**src/design/turf_settings.svh**
```systemverilog
`ifndef TURF_SETTINGS_SVH
`define TURF_SETTINGS_SVH

// Register bus widths
`define TURF_ADDR_BITS 16
`define TURF_DATA_BITS 32

// Address bits 13:12 pick the register block and 3 is unmapped
`define TURF_SPACE_IDCTL  2'd0
`define TURF_SPACE_BRIDGE 2'd1
`define TURF_SPACE_GPIO   2'd2

// ASCII "TURF" identity word
`define TURF_IDENT 32'h54555246
// Date field in the upper half and version 0.4.14 below
`define TURF_DATEVERSION 32'h2C67_040E

`define TURF_NUM_LINKS 4

// Fractional baud increments
`define TURF_HSK_ADD  82
`define TURF_HSK_BITS 10
`define TURF_GPS_ADD  25
`define TURF_GPS_BITS 12

// All pins start out tristated
`define TURF_GPIO_T_RESET 16'hFFFF

`endif

```
**src/design/turf_pkg.sv**
```systemverilog
`include "turf_settings.svh"

package turf_pkg;

    //////////////////////////////
    // Register bus types
    //////////////////////////////

    typedef logic [`TURF_ADDR_BITS-1:0] reg_addr_t;
    typedef logic [`TURF_DATA_BITS-1:0] reg_data_t;

    // Only the two codes this slave ever returns
    typedef enum logic [1:0] {
        OKAY   = 2'b00,
        SLVERR = 2'b10
    } axi_resp_t;

    //////////////////////////////
    // Crate bridge types
    //////////////////////////////

    // 0 is no bridge, 1 is Aurora
    typedef logic [1:0] bridge_type_t;
    typedef bridge_type_t [`TURF_NUM_LINKS-1:0] bridge_sel_t;
    typedef logic [4*`TURF_NUM_LINKS-1:0] bridge_valid_t;
    typedef logic [`TURF_NUM_LINKS-1:0] link_mask_t;

    // EMIO GPIO word
    typedef logic [15:0] gpio_word_t;

endpackage

```
**src/design/reg_bus_if.sv**
```systemverilog
// Single-outstanding register bus
// req pulses for one cycle, ack follows one cycle later
interface reg_bus_if;

    logic                req;
    logic                we;
    turf_pkg::reg_addr_t addr;
    turf_pkg::reg_data_t wdata;
    logic                ack;
    logic                err;
    turf_pkg::reg_data_t rdata;

    modport master (
        output req, we, addr, wdata,
        input  ack, err, rdata
    );

    modport slave (
        input  req, we, addr, wdata,
        output ack, err, rdata
    );

endinterface

```
**src/design/axil_reg_slave.sv**
```systemverilog
module axil_reg_slave (
    input  logic                ps_clk,
    input  logic                rst_i,
    input  logic                s_awvalid_i,
    output logic                s_awready_o,
    input  turf_pkg::reg_addr_t s_awaddr_i,
    input  logic                s_wvalid_i,
    output logic                s_wready_o,
    input  turf_pkg::reg_data_t s_wdata_i,
    output logic                s_bvalid_o,
    input  logic                s_bready_i,
    output turf_pkg::axi_resp_t s_bresp_o,
    input  logic                s_arvalid_i,
    output logic                s_arready_o,
    input  turf_pkg::reg_addr_t s_araddr_i,
    output logic                s_rvalid_o,
    input  logic                s_rready_i,
    output turf_pkg::reg_data_t s_rdata_o,
    output turf_pkg::axi_resp_t s_rresp_o,
    reg_bus_if.master           bus_o
);

    typedef enum logic [1:0] {
        ST_IDLE,
        ST_REQ,
        ST_WAIT,
        ST_RESP
    } state_t;

    state_t              state;
    logic                req_q;
    logic                we_q;
    turf_pkg::reg_addr_t addr_q;
    turf_pkg::reg_data_t wdata_q;
    turf_pkg::reg_data_t rdata_q;
    turf_pkg::axi_resp_t resp_q;

    //////////////////////////////
    // Transaction FSM
    //////////////////////////////

    always_ff @(posedge ps_clk) begin
        if (rst_i) begin
            state       <= ST_IDLE;
            s_awready_o <= 1'b0;
            s_wready_o  <= 1'b0;
            s_arready_o <= 1'b0;
            req_q       <= 1'b0;
            s_bvalid_o  <= 1'b0;
            s_rvalid_o  <= 1'b0;
        end else begin
            case (state)
                ST_IDLE: begin
                    // Write wins when both directions are pending
                    if (s_awvalid_i && s_wvalid_i) begin
                        s_awready_o <= 1'b1;
                        s_wready_o  <= 1'b1;
                        state       <= ST_REQ;
                    end else if (s_arvalid_i) begin
                        s_arready_o <= 1'b1;
                        state       <= ST_REQ;
                    end
                end
                ST_REQ: begin
                    s_awready_o <= 1'b0;
                    s_wready_o  <= 1'b0;
                    s_arready_o <= 1'b0;
                    req_q       <= 1'b1;
                    state       <= ST_WAIT;
                end
                ST_WAIT: begin
                    req_q <= 1'b0;
                    if (bus_o.ack) begin
                        s_bvalid_o <= we_q;
                        s_rvalid_o <= !we_q;
                        state      <= ST_RESP;
                    end
                end
                default: begin
                    // Held here under back-pressure
                    if ((s_bvalid_o && s_bready_i) || (s_rvalid_o && s_rready_i)) begin
                        s_bvalid_o <= 1'b0;
                        s_rvalid_o <= 1'b0;
                        state      <= ST_IDLE;
                    end
                end
            endcase
        end
    end

    // Captured address, data and response
    always_ff @(posedge ps_clk) begin
        if (state == ST_IDLE) begin
            if (s_awvalid_i && s_wvalid_i) begin
                we_q    <= 1'b1;
                addr_q  <= s_awaddr_i;
                wdata_q <= s_wdata_i;
            end else if (s_arvalid_i) begin
                we_q   <= 1'b0;
                addr_q <= s_araddr_i;
            end
        end
        if (state == ST_WAIT && bus_o.ack) begin
            rdata_q <= bus_o.rdata;
            resp_q  <= bus_o.err ? turf_pkg::SLVERR : turf_pkg::OKAY;
        end
    end

    assign bus_o.req   = req_q;
    assign bus_o.we    = we_q;
    assign bus_o.addr  = addr_q;
    assign bus_o.wdata = wdata_q;

    assign s_bresp_o = resp_q;
    assign s_rresp_o = resp_q;
    assign s_rdata_o = rdata_q;

    a_bvalid_hold: assert property (@(posedge ps_clk) disable iff (rst_i)
        s_bvalid_o && !s_bready_i |=> s_bvalid_o);

    a_rvalid_hold: assert property (@(posedge ps_clk) disable iff (rst_i)
        s_rvalid_o && !s_rready_i |=> s_rvalid_o);

endmodule

```
**src/design/reg_space_decode.sv**
```systemverilog
`include "turf_settings.svh"

module reg_space_decode (
    input  logic      ps_clk,
    input  logic      rst_i,
    reg_bus_if.slave  bus_i,
    reg_bus_if.master idctl_o,
    reg_bus_if.master bridge_o,
    reg_bus_if.master gpio_o
);

    logic [1:0] space;
    logic       unmapped_ack;

    assign space = bus_i.addr[13:12];

    // Request goes out in the same cycle
    assign idctl_o.req  = bus_i.req && (space == `TURF_SPACE_IDCTL);
    assign bridge_o.req = bus_i.req && (space == `TURF_SPACE_BRIDGE);
    assign gpio_o.req   = bus_i.req && (space == `TURF_SPACE_GPIO);

    assign idctl_o.we     = bus_i.we;
    assign idctl_o.addr   = bus_i.addr;
    assign idctl_o.wdata  = bus_i.wdata;
    assign bridge_o.we    = bus_i.we;
    assign bridge_o.addr  = bus_i.addr;
    assign bridge_o.wdata = bus_i.wdata;
    assign gpio_o.we      = bus_i.we;
    assign gpio_o.addr    = bus_i.addr;
    assign gpio_o.wdata   = bus_i.wdata;

    // Space 3 answers itself with an error
    always_ff @(posedge ps_clk) begin
        if (rst_i) unmapped_ack <= 1'b0;
        else       unmapped_ack <= bus_i.req && (space == 2'd3);
    end

    assign bus_i.ack = idctl_o.ack | bridge_o.ack | gpio_o.ack | unmapped_ack;
    assign bus_i.err = unmapped_ack | idctl_o.err | bridge_o.err | gpio_o.err;

    always_comb begin
        bus_i.rdata = '0;
        if (idctl_o.ack)       bus_i.rdata = idctl_o.rdata;
        else if (bridge_o.ack) bus_i.rdata = bridge_o.rdata;
        else if (gpio_o.ack)   bus_i.rdata = gpio_o.rdata;
    end

    a_one_ack: assert property (@(posedge ps_clk) disable iff (rst_i)
        $onehot0({idctl_o.ack, bridge_o.ack, gpio_o.ack, unmapped_ack}));

endmodule

```
**src/design/id_ctrl_regs.sv**
```systemverilog
`include "turf_settings.svh"

module id_ctrl_regs (
    input  logic                  ps_clk,
    input  logic                  rst_i,
    reg_bus_if.slave              bus_i,
    output turf_pkg::bridge_sel_t bridge_sel_o
);

    turf_pkg::reg_data_t scratch_q;

    always_ff @(posedge ps_clk) begin
        if (rst_i) begin
            bus_i.ack    <= 1'b0;
            bridge_sel_o <= '0;
            scratch_q    <= '0;
        end else begin
            bus_i.ack <= bus_i.req;
            // Identity and version words ignore writes
            if (bus_i.req && bus_i.we) begin
                case (bus_i.addr[11:0])
                    12'h008: bridge_sel_o <= turf_pkg::bridge_sel_t'(bus_i.wdata[7:0]);
                    12'h00C: scratch_q    <= bus_i.wdata;
                    default: ;
                endcase
            end
        end
    end

    always_ff @(posedge ps_clk) begin
        if (bus_i.req) begin
            case (bus_i.addr[11:0])
                12'h000: bus_i.rdata <= `TURF_IDENT;
                12'h004: bus_i.rdata <= `TURF_DATEVERSION;
                12'h008: bus_i.rdata <= {24'd0, bridge_sel_o};
                12'h00C: bus_i.rdata <= scratch_q;
                default: bus_i.rdata <= '0;
            endcase
        end
    end

    assign bus_i.err = 1'b0;

    // Also catches a master issuing back-to-back requests
    a_ack_next: assert property (@(posedge ps_clk) disable iff (rst_i)
        bus_i.req |=> bus_i.ack && !bus_i.req);

endmodule

```
**src/design/bridge_status_regs.sv**
```systemverilog
`include "turf_settings.svh"

module bridge_status_regs (
    input  logic                  ps_clk,
    input  logic                  rst_i,
    reg_bus_if.slave              bus_i,
    input  turf_pkg::bridge_sel_t bridge_sel_i,
    input  turf_pkg::link_mask_t  aurora_up_i,
    input  turf_pkg::link_mask_t  bridge_timeout_i,
    input  turf_pkg::link_mask_t  bridge_invalid_i,
    output turf_pkg::link_mask_t  bridge_ok_o
);

    turf_pkg::bridge_valid_t valid_map;
    turf_pkg::link_mask_t    timeout_q;
    turf_pkg::link_mask_t    invalid_q;
    turf_pkg::link_mask_t    clr_timeout;
    turf_pkg::link_mask_t    clr_invalid;
    logic                    flag_wr;

    //////////////////////////////
    // Valid map and bridge ok
    //////////////////////////////

    // No bridge is always valid and Aurora only when its link is up
    // Types 2 and 3 are not implemented
    always_comb begin
        for (int n = 0; n < `TURF_NUM_LINKS; n++) begin
            valid_map[4*n +: 4] = {2'b00, aurora_up_i[n], 1'b1};
            bridge_ok_o[n]      = valid_map[4*n + bridge_sel_i[n]];
        end
    end

    // Write 1 to clear
    assign flag_wr     = bus_i.req && bus_i.we && (bus_i.addr[11:0] == 12'h004);
    assign clr_timeout = flag_wr ? bus_i.wdata[3:0] : '0;
    assign clr_invalid = flag_wr ? bus_i.wdata[7:4] : '0;

    always_ff @(posedge ps_clk) begin
        if (rst_i) begin
            bus_i.ack <= 1'b0;
            timeout_q <= '0;
            invalid_q <= '0;
        end else begin
            bus_i.ack <= bus_i.req;
            // A live input keeps its flag set
            timeout_q <= (timeout_q & ~clr_timeout) | bridge_timeout_i;
            invalid_q <= (invalid_q & ~clr_invalid) | bridge_invalid_i;
        end
    end

    always_ff @(posedge ps_clk) begin
        if (bus_i.req) begin
            case (bus_i.addr[11:0])
                12'h000: bus_i.rdata <= {16'd0, valid_map};
                12'h004: bus_i.rdata <= {24'd0, invalid_q, timeout_q};
                default: bus_i.rdata <= '0;
            endcase
        end
    end

    assign bus_i.err = 1'b0;

endmodule

```
**src/design/emio_gpio_regs.sv**
```systemverilog
`include "turf_settings.svh"

module emio_gpio_regs (
    input  logic       ps_clk,
    input  logic       rst_i,
    reg_bus_if.slave   bus_i,
    output logic [3:0] tresetb_o,
    output logic [3:0] tresetb_oe_o,
    input  logic [3:0] tresetb_i,
    output logic [1:0] gps_extint_o,
    input  logic [1:0] gps_timepulse_i,
    input  logic       hsk_irq_i,
    input  logic       hsk_complete_i,
    input  logic       uart_irq_b_i
);

    turf_pkg::gpio_word_t out_q;
    turf_pkg::gpio_word_t tri_q;
    turf_pkg::gpio_word_t in_raw;
    turf_pkg::gpio_word_t in_meta;
    turf_pkg::gpio_word_t in_sync;

    // TURFIO resets on top, then GPS timepulse, HSK and UART status at the bottom
    assign in_raw = {tresetb_i, gps_timepulse_i, 7'd0, hsk_complete_i, hsk_irq_i, uart_irq_b_i};

    // Two-flop synchronizer
    always_ff @(posedge ps_clk) begin
        in_meta <= in_raw;
        in_sync <= in_meta;
    end

    always_ff @(posedge ps_clk) begin
        if (rst_i) begin
            bus_i.ack <= 1'b0;
            out_q     <= '0;
            tri_q     <= `TURF_GPIO_T_RESET;
        end else begin
            bus_i.ack <= bus_i.req;
            if (bus_i.req && bus_i.we) begin
                case (bus_i.addr[11:0])
                    12'h000: out_q <= bus_i.wdata[15:0];
                    12'h004: tri_q <= bus_i.wdata[15:0];
                    default: ;
                endcase
            end
        end
    end

    always_ff @(posedge ps_clk) begin
        if (bus_i.req) begin
            case (bus_i.addr[11:0])
                12'h000: bus_i.rdata <= {16'd0, out_q};
                12'h004: bus_i.rdata <= {16'd0, tri_q};
                12'h008: bus_i.rdata <= {16'd0, in_sync};
                default: bus_i.rdata <= '0;
            endcase
        end
    end

    assign bus_i.err = 1'b0;

    //////////////////////////////
    // Pin outputs
    //////////////////////////////

    assign tresetb_o    = out_q[15:12];
    assign tresetb_oe_o = ~tri_q[15:12];
    // EXTINT is only driven when enabled
    assign gps_extint_o = out_q[9:8] & ~tri_q[9:8];

endmodule

```
**src/design/baud_tick_gen.sv**
```systemverilog
module baud_tick_gen #(
    parameter int ACC_BITS  = 10,
    parameter int INCREMENT = 82
) (
    input  logic ps_clk,
    input  logic rst_i,
    output logic tick_o
);

    logic [ACC_BITS-1:0] acc;
    logic [ACC_BITS:0]   sum;

    // Carry out of the accumulator is the tick
    assign sum = {1'b0, acc} + (ACC_BITS + 1)'(INCREMENT);

    always_ff @(posedge ps_clk) begin
        if (rst_i) begin
            acc    <= '0;
            tick_o <= 1'b0;
        end else begin
            acc    <= sum[ACC_BITS-1:0];
            tick_o <= sum[ACC_BITS];
        end
    end

endmodule

```
**src/design/turf_ctrl_top.sv**
```systemverilog
`include "turf_settings.svh"

module turf_ctrl_top (
    input  logic                 ps_clk,
    input  logic                 rst_i,
    input  logic                 s_awvalid_i,
    output logic                 s_awready_o,
    input  turf_pkg::reg_addr_t  s_awaddr_i,
    input  logic                 s_wvalid_i,
    output logic                 s_wready_o,
    input  turf_pkg::reg_data_t  s_wdata_i,
    output logic                 s_bvalid_o,
    input  logic                 s_bready_i,
    output turf_pkg::axi_resp_t  s_bresp_o,
    input  logic                 s_arvalid_i,
    output logic                 s_arready_o,
    input  turf_pkg::reg_addr_t  s_araddr_i,
    output logic                 s_rvalid_o,
    input  logic                 s_rready_i,
    output turf_pkg::reg_data_t  s_rdata_o,
    output turf_pkg::axi_resp_t  s_rresp_o,
    input  turf_pkg::link_mask_t aurora_up_i,
    input  turf_pkg::link_mask_t bridge_timeout_i,
    input  turf_pkg::link_mask_t bridge_invalid_i,
    output turf_pkg::link_mask_t bridge_ok_o,
    output logic [3:0]           tresetb_o,
    output logic [3:0]           tresetb_oe_o,
    input  logic [3:0]           tresetb_i,
    output logic [1:0]           gps_extint_o,
    input  logic [1:0]           gps_timepulse_i,
    input  logic                 hsk_irq_i,
    input  logic                 hsk_complete_i,
    input  logic                 uart_irq_b_i,
    output logic                 hsk_tick_o,
    output logic                 gps_tick_o
);

    reg_bus_if ps_bus ();
    reg_bus_if idctl_bus ();
    reg_bus_if bridge_bus ();
    reg_bus_if gpio_bus ();

    turf_pkg::bridge_sel_t bridge_sel;

    //////////////////////////////
    // Register path
    //////////////////////////////

    axil_reg_slave u_axil (
        .ps_clk(ps_clk), .rst_i(rst_i),
        .s_awvalid_i(s_awvalid_i), .s_awready_o(s_awready_o), .s_awaddr_i(s_awaddr_i),
        .s_wvalid_i(s_wvalid_i), .s_wready_o(s_wready_o), .s_wdata_i(s_wdata_i),
        .s_bvalid_o(s_bvalid_o), .s_bready_i(s_bready_i), .s_bresp_o(s_bresp_o),
        .s_arvalid_i(s_arvalid_i), .s_arready_o(s_arready_o), .s_araddr_i(s_araddr_i),
        .s_rvalid_o(s_rvalid_o), .s_rready_i(s_rready_i),
        .s_rdata_o(s_rdata_o), .s_rresp_o(s_rresp_o),
        .bus_o(ps_bus.master)
    );

    reg_space_decode u_decode (
        .ps_clk(ps_clk), .rst_i(rst_i),
        .bus_i(ps_bus.slave),
        .idctl_o(idctl_bus.master),
        .bridge_o(bridge_bus.master),
        .gpio_o(gpio_bus.master)
    );

    id_ctrl_regs u_idctl (
        .ps_clk(ps_clk), .rst_i(rst_i),
        .bus_i(idctl_bus.slave),
        .bridge_sel_o(bridge_sel)
    );

    bridge_status_regs u_bridge (
        .ps_clk(ps_clk), .rst_i(rst_i),
        .bus_i(bridge_bus.slave),
        .bridge_sel_i(bridge_sel),
        .aurora_up_i(aurora_up_i),
        .bridge_timeout_i(bridge_timeout_i),
        .bridge_invalid_i(bridge_invalid_i),
        .bridge_ok_o(bridge_ok_o)
    );

    emio_gpio_regs u_gpio (
        .ps_clk(ps_clk), .rst_i(rst_i),
        .bus_i(gpio_bus.slave),
        .tresetb_o(tresetb_o), .tresetb_oe_o(tresetb_oe_o), .tresetb_i(tresetb_i),
        .gps_extint_o(gps_extint_o), .gps_timepulse_i(gps_timepulse_i),
        .hsk_irq_i(hsk_irq_i), .hsk_complete_i(hsk_complete_i),
        .uart_irq_b_i(uart_irq_b_i)
    );

    // 16x baud ticks for the HSK and GPS serial ports
    baud_tick_gen #(.ACC_BITS(`TURF_HSK_BITS), .INCREMENT(`TURF_HSK_ADD)) u_hsk_baud (
        .ps_clk(ps_clk), .rst_i(rst_i), .tick_o(hsk_tick_o)
    );

    baud_tick_gen #(.ACC_BITS(`TURF_GPS_BITS), .INCREMENT(`TURF_GPS_ADD)) u_gps_baud (
        .ps_clk(ps_clk), .rst_i(rst_i), .tick_o(gps_tick_o)
    );

endmodule

```
**config.mk**
```make
export PLATFORM = sky130hd
export DESIGN_NAME = turf_ctrl_top
export DESIGN_NICKNAME = d
export VERILOG_FILES = /design/src/design/turf_pkg.sv /design/src/design/reg_bus_if.sv /design/src/design/axil_reg_slave.sv /design/src/design/reg_space_decode.sv /design/src/design/id_ctrl_regs.sv /design/src/design/bridge_status_regs.sv /design/src/design/emio_gpio_regs.sv /design/src/design/baud_tick_gen.sv /design/src/design/turf_ctrl_top.sv
export VERILOG_INCLUDE_DIRS = /design/src /design/src/design
export SDC_FILE = /design/constraint.sdc
export NUM_CORES = 1
export LEC_CHECK = 0
export BUFFER_PORTS_ARGS = -buffer_cell sky130_fd_sc_hd__buf_2
export CORE_MARGIN = 2
export CORE_UTILIZATION = 45
export DETAILED_ROUTE_END_ITERATION = 16
export PLACE_DENSITY_LB_ADDON = 0.3
export SYNTH_ARGS = -nofsm -noshare
export SYNTH_HDL_FRONTEND = slang
export SYNTH_HIERARCHICAL = 1
export SYNTH_SLANG_ARGS = --single-unit
```
**constraint.sdc**
```tcl
create_clock -name ps_clk -period 11 [get_ports ps_clk]
set_input_delay 2.2 -clock ps_clk [delete_from_list [all_inputs] [get_ports ps_clk]]
set_output_delay 2.2 -clock ps_clk [all_outputs]
set_load 0.05 [all_outputs]
```
* Word-level counts from Yosys, hierarchy flattened *
Cells that the tools add are included.

word-level totals
  register bits after elaboration = 310
  input port bits = 92
  output and inout port bits = 57
  word-level logic and storage cells = 137

operators by class
  $add $sub $neg = 5
  order comparisons = 4
  equality and inequality tests = 13
  multiplexer cells = 36
  bitwise operators = 13
  reduce and logical (&&, ||, !) cells = 33

operators by type and width
  operator                                              number
  case mux 32 bit (4 select lines)                      1
  < comparator 32 x 5 -> 1 bit (second input constant)  3
  2-to-1 mux 32 bit                                     3
  case mux 16 bit (3 select lines)                      1
  2-to-1 mux 14 bit                                     2
  case mux 14 bit (2 select lines)                      1
  == test 12 x 4 -> 1 bit (second input constant)       2
  AND reduction 2 bit                                   7
  adder 12 x 5 -> 13 bit (second input constant)        1
  binary-select mux 1 bit (select 4 bit)                3
  == test 12 x 3 -> 1 bit (second input constant)       1
  logical AND 1 bit                                     12
  zero test 12 bit                                      1
  inverter 4 bit                                        3
  adder 10 x 7 -> 11 bit (second input constant)        1
  2-to-1 mux 1 bit                                      11
  adder 4 x 2 -> 5 bit (first input constant)           2
  2-to-1 mux 2 bit                                      5
  case mux 1 bit (2 select lines)                       5
  AND reduction 3 bit                                   3
  AND 4 bit                                             2
  2-to-1 mux 4 bit                                      2
  OR 4 bit                                              2
  nonzero test 2 bit                                    4
  18 further kinds                                      26

* Logic depth before layout (Yosys ltp) *
  depth after elaboration = 8
  gate-level depth with buffers = 7
  mapped depth without buffers = 5

* Modules after synthesis *
Netlist, hierarchy kept.

by module, submodules not included
  module                       instances  cells an instance  area an instance (um^2)  seq. area each (um^2)
  id_ctrl_regs                 1          281                3230.6                   1781.7
  axil_reg_slave               1          154                3163.0                   2602.5
  emio_gpio_regs               1          252                2785.2                   1501.4
  reg_space_decode             1          301                2029.4                   20.0
  bridge_status_regs           1          103                1043.5                   510.5
  baud_tick_gen at u_gps_baud  1          55                 519.2                    260.2
  baud_tick_gen at u_hsk_baud  1          42                 405.4                    200.2

* Worst setup path after synthesis *
Ideal clock, no wire load.

  path kind = input port to output port
  start = input aurora_up_i[3]
  end = output bridge_ok_o[3]
  data arrival time = 3001 ps
  required time = 8800 ps
  slack = 5799 ps
  stages = 2
  buffers on the path = 0
  path through = inv_1 a21oi_1

between the ends
  word-level cells in the longest chain between the ends = 2

ends and longest elaborated chain
  element                                 RTL line                  source
  start: declaration                      turf_ctrl_top.sv:22       input turf_pkg::link_mask_t aurora_up_i,
  binary-select mux 1 bit (select 4 bit)  bridge_status_regs.sv:30  bridge_ok_o[n] = valid_map[4*n + bridge_sel_i[n]];
  2-to-1 mux 1 bit (implied by the code)  bridge_status_regs.sv:30
  end: declaration                        turf_ctrl_top.sv:25       output turf_pkg::link_mask_t bridge_ok_o,

No other way between the ends. The select of a mux whose other input is x is not followed.

* Worst setup path after layout *
Same ends and word-level chain as after synthesis.

==> results.txt <==
The flow ran to the end, and the final reports show no timing, DRC or antenna violations. The floorplan step defined a die boundary enclosing 0.02959 sq mm. Most common cell type on the critical path: sky130_fd_sc_hd__buf_2. Dividing the detail-routed wire length by the instance count gives 16.30 um. Row generation in the floorplan step produced 61 rows. The logs give 103 for the pin count of the biggest net entering global routing and 25320 um for the total detailed-routing wirelength. The number of global-route vias before repair is 7456. The run gives 0.466 as the portion of total power attributed to sequential cells.

The commonest non-fill, non-tap cell in the layout was sky130_fd_sc_hd__buf_2. For this run, the top clock speed supported by timing is 0.1949 GHz. The signal on the critical path passes through buf_2, inv_1, a21oi_1, buf_2. The tools report the static leakage as 5.151 nW. The worst ir drop on vdd is 0.1454 mV, and the internal power contribution is 1.937 mW.

The worst hold-check path type is reg -> reg. Remaining antenna violation count after routing: 0. The routed layout has 7721 vias. The count of pins over their slew limit was 0. The worst setup path is launched from a primary input. Power density of the placed cells: 188.6 mW/mm^2.

The stage delay of the slowest cell on the critical path was 0.32 ns. The clock-pin slew on the worst setup and hold paths is 0.06 ns. The clock power share is 0.411, and the mean area per synthesized cell is 11.22 sq um. Counting the fill cells in the layout gives 2515. The relative max-transition margin was 0.2310.

The clock drives 271 sinks. The final-layout setup total negative slack is 0 ns, and the first-pass iteration count of the detailed router is 7. The run gives 0.7652 as the global placer's final weighted congestion.

The largest individual stage delay along the critical path comes from the cell sky130_fd_sc_hd__buf_2. The count of warnings emitted by yosys was 6; the die span in y was 172.0 um. The tightest hold path in the finished design has a slack of 0.3254 ns. Measured along the x axis, the die boundary spans 172.0 um. Leaving out fill and tap cells, the most frequent cells in the layout are sky130_fd_sc_hd__buf_2 (141), sky130_fd_sc_hd__edfxtp_1 (139), sky130_fd_sc_hd__dfxtp_1 (130).

The logic gate share of total power was 0.123. The tree is rooted in a sky130_fd_sc_hd__clkbuf_16. The DRC violation count after routing is 0.

The run gives 0.02778 sq mm as the core area. The tools report the count of placed standard cells including taps as 1497. At the placement stage, the worst setup path has a slack of 5.811 ns. For this design the top-level I/O count stands at 149. The net switching fraction of the power was 0.2538. The synthesized cell area came out at 0.01270 sq mm.

Detailed placement finished with a half-perimeter wire length of 16410 um. The worst setup path is captured at an output pin. The buffer count from post-CTS setup fixing was 0; the switching power of the nets was 0.6588 mW. The tools report the wire length of the first global-routing pass as 39990 um. The fraction of final layout cells sized beyond drive strength 1 came out at 0.2119. Number of antenna violations at the first check in global routing: 1. The area added between synthesis and finish was 8.342%; the maximum clock path buffer count was 3.

The cell count after synthesis came out at 1132. Once routing completed, OpenROAD measured the worst setup slack at 5.869 ns. The largest fanout on the critical path works out to 2.

The starting DRC count in detailed routing was 476. The finished cells cover 0.01376 sq mm. The antenna diode instance count is 0, and the net count of the finished layout is 1248. The run gives 0.4573 as the effective utilization at floorplan. The tools report the maximum level of the CTS H-tree as 1.

The placement-stage cell area was 0.01268 sq mm. Setup violations remaining at the end of the flow were counted as 0. Overall routing resource usage: 0.1731. The post-route minimum period is 5.131 ns. For the total clock buffers created by CTS, the log shows 30.

For the total of hold buffers inserted after clock tree synthesis, the log shows 0. TritonCTS built the clock tree. The fraction of the cycle the final worst path needs works out to 0.4664. For this run the aggregate overflow at the end of global routing stands at 0.

Port buffering added 142 buffers. Setup repair after global routing left no endpoint under its margin. At the pin with the least slew margin, the transition time is 1.153 ns. Data on the critical path is required at its endpoint by 8.80 ns. For the post-cts gate resize count, the log shows 0.

The family of cells with the greatest summed delay on the critical path is buffers and inverters. Data arrives at the worst endpoint at 2.93 ns. The count of buffering cells on the critical path with inverters included works out to 3. The maximum clock skew at final layout was 0.01805 ns. Max-cap violations in this run came to 0. The finished layout holds 1553 standard cells, fillers aside. Hold violation total from the final report: 0. The insertion delay to the later sink of the worst-skew pair is 0.55 ns, and the via count normalized by instance count is 4.972. The critical path in this run is classified as in -> out.
stage by stage:
stage / utilization / total power [mW]
2_1_floorplan: - / 1.542
5_1_grt: 0.4954 / 2.707
3_3_place_gp: 0.4563 / 1.544
6_report: 0.4954 / 2.595
4_1_cts: 0.4954 / 2.625
3_5_place_dp: 0.4563 / 1.552
per-layer routing:
metal	vias to the layer above	share of wire	GRT usage
met5	-	0.00051	0
met1	3660	0.45	0.2378
met2	210	0.47	0.2804
li1	3805	-	-
met3	44	0.054	0.03044
met4	2	0.023	0.05261
power by group through the flow:
stage	Combinational, mW	Clock (mW)	Sequential, mW
2_1_floorplan	0.307	0	1.23
6_report	0.320	1.07	1.21
3_5_place_dp	0.321	0	1.23
3_3_place_gp	0.316	0	1.23
4_1_cts	0.322	1.09	1.21
5_1_grt	0.354	1.13	1.22
flip-flops by register name (all words and copies together) (netlist names), 9 cells and up:
name,flops
u_axil/bus_o.addr,14
u_axil/bus_o.wdata,32
u_axil/s_rdata_o,32
u_bridge/bus_i.rdata,11
u_gpio/bus_i.rdata,16
u_gpio/in_meta,9
u_gpio/in_sync,9
u_gpio/out_q,16
u_gpio/tri_q,16
u_gps_baud/acc,12
u_hsk_baud/acc,9
u_idctl/bus_i.rdata,32
u_idctl/scratch_q,32
path summary, 6_finish.rpt:
check	start	endpoint	slack [ns]	cells past startpoint
setup / recovery	aurora_up_i[3]	bridge_ok_o[3]	5.87	4
hold / removal	u_gpio/in_meta[1]	u_gpio/in_sync[1]	0.33	0
setup reg to reg	u_axil/bus_o.addr[12]	u_idctl/scratch_q[15]	8.22	5
hold reg to reg	u_gpio/in_meta[1]	u_gpio/in_sync[1]	0.33	0
cell type report:
| cell class | instances | area, sq um | area share |
|---|---|---|---|
| clock buffer | 45 | 953.4 | 0.06927 |
| clock inverter | 11 | 132.6 | 0.009636 |
| inverter | 40 | 150.1 | 0.01091 |
| multi-input combinational | 654 | 4432 | 0.3220 |
| sequential | 271 | 6819 | 0.4955 |
| tap | 378 | 473.0 | 0.03436 |
| timing repair buffer | 154 | 803.3 | 0.05836 |
(Power assumes the default switching activity.)
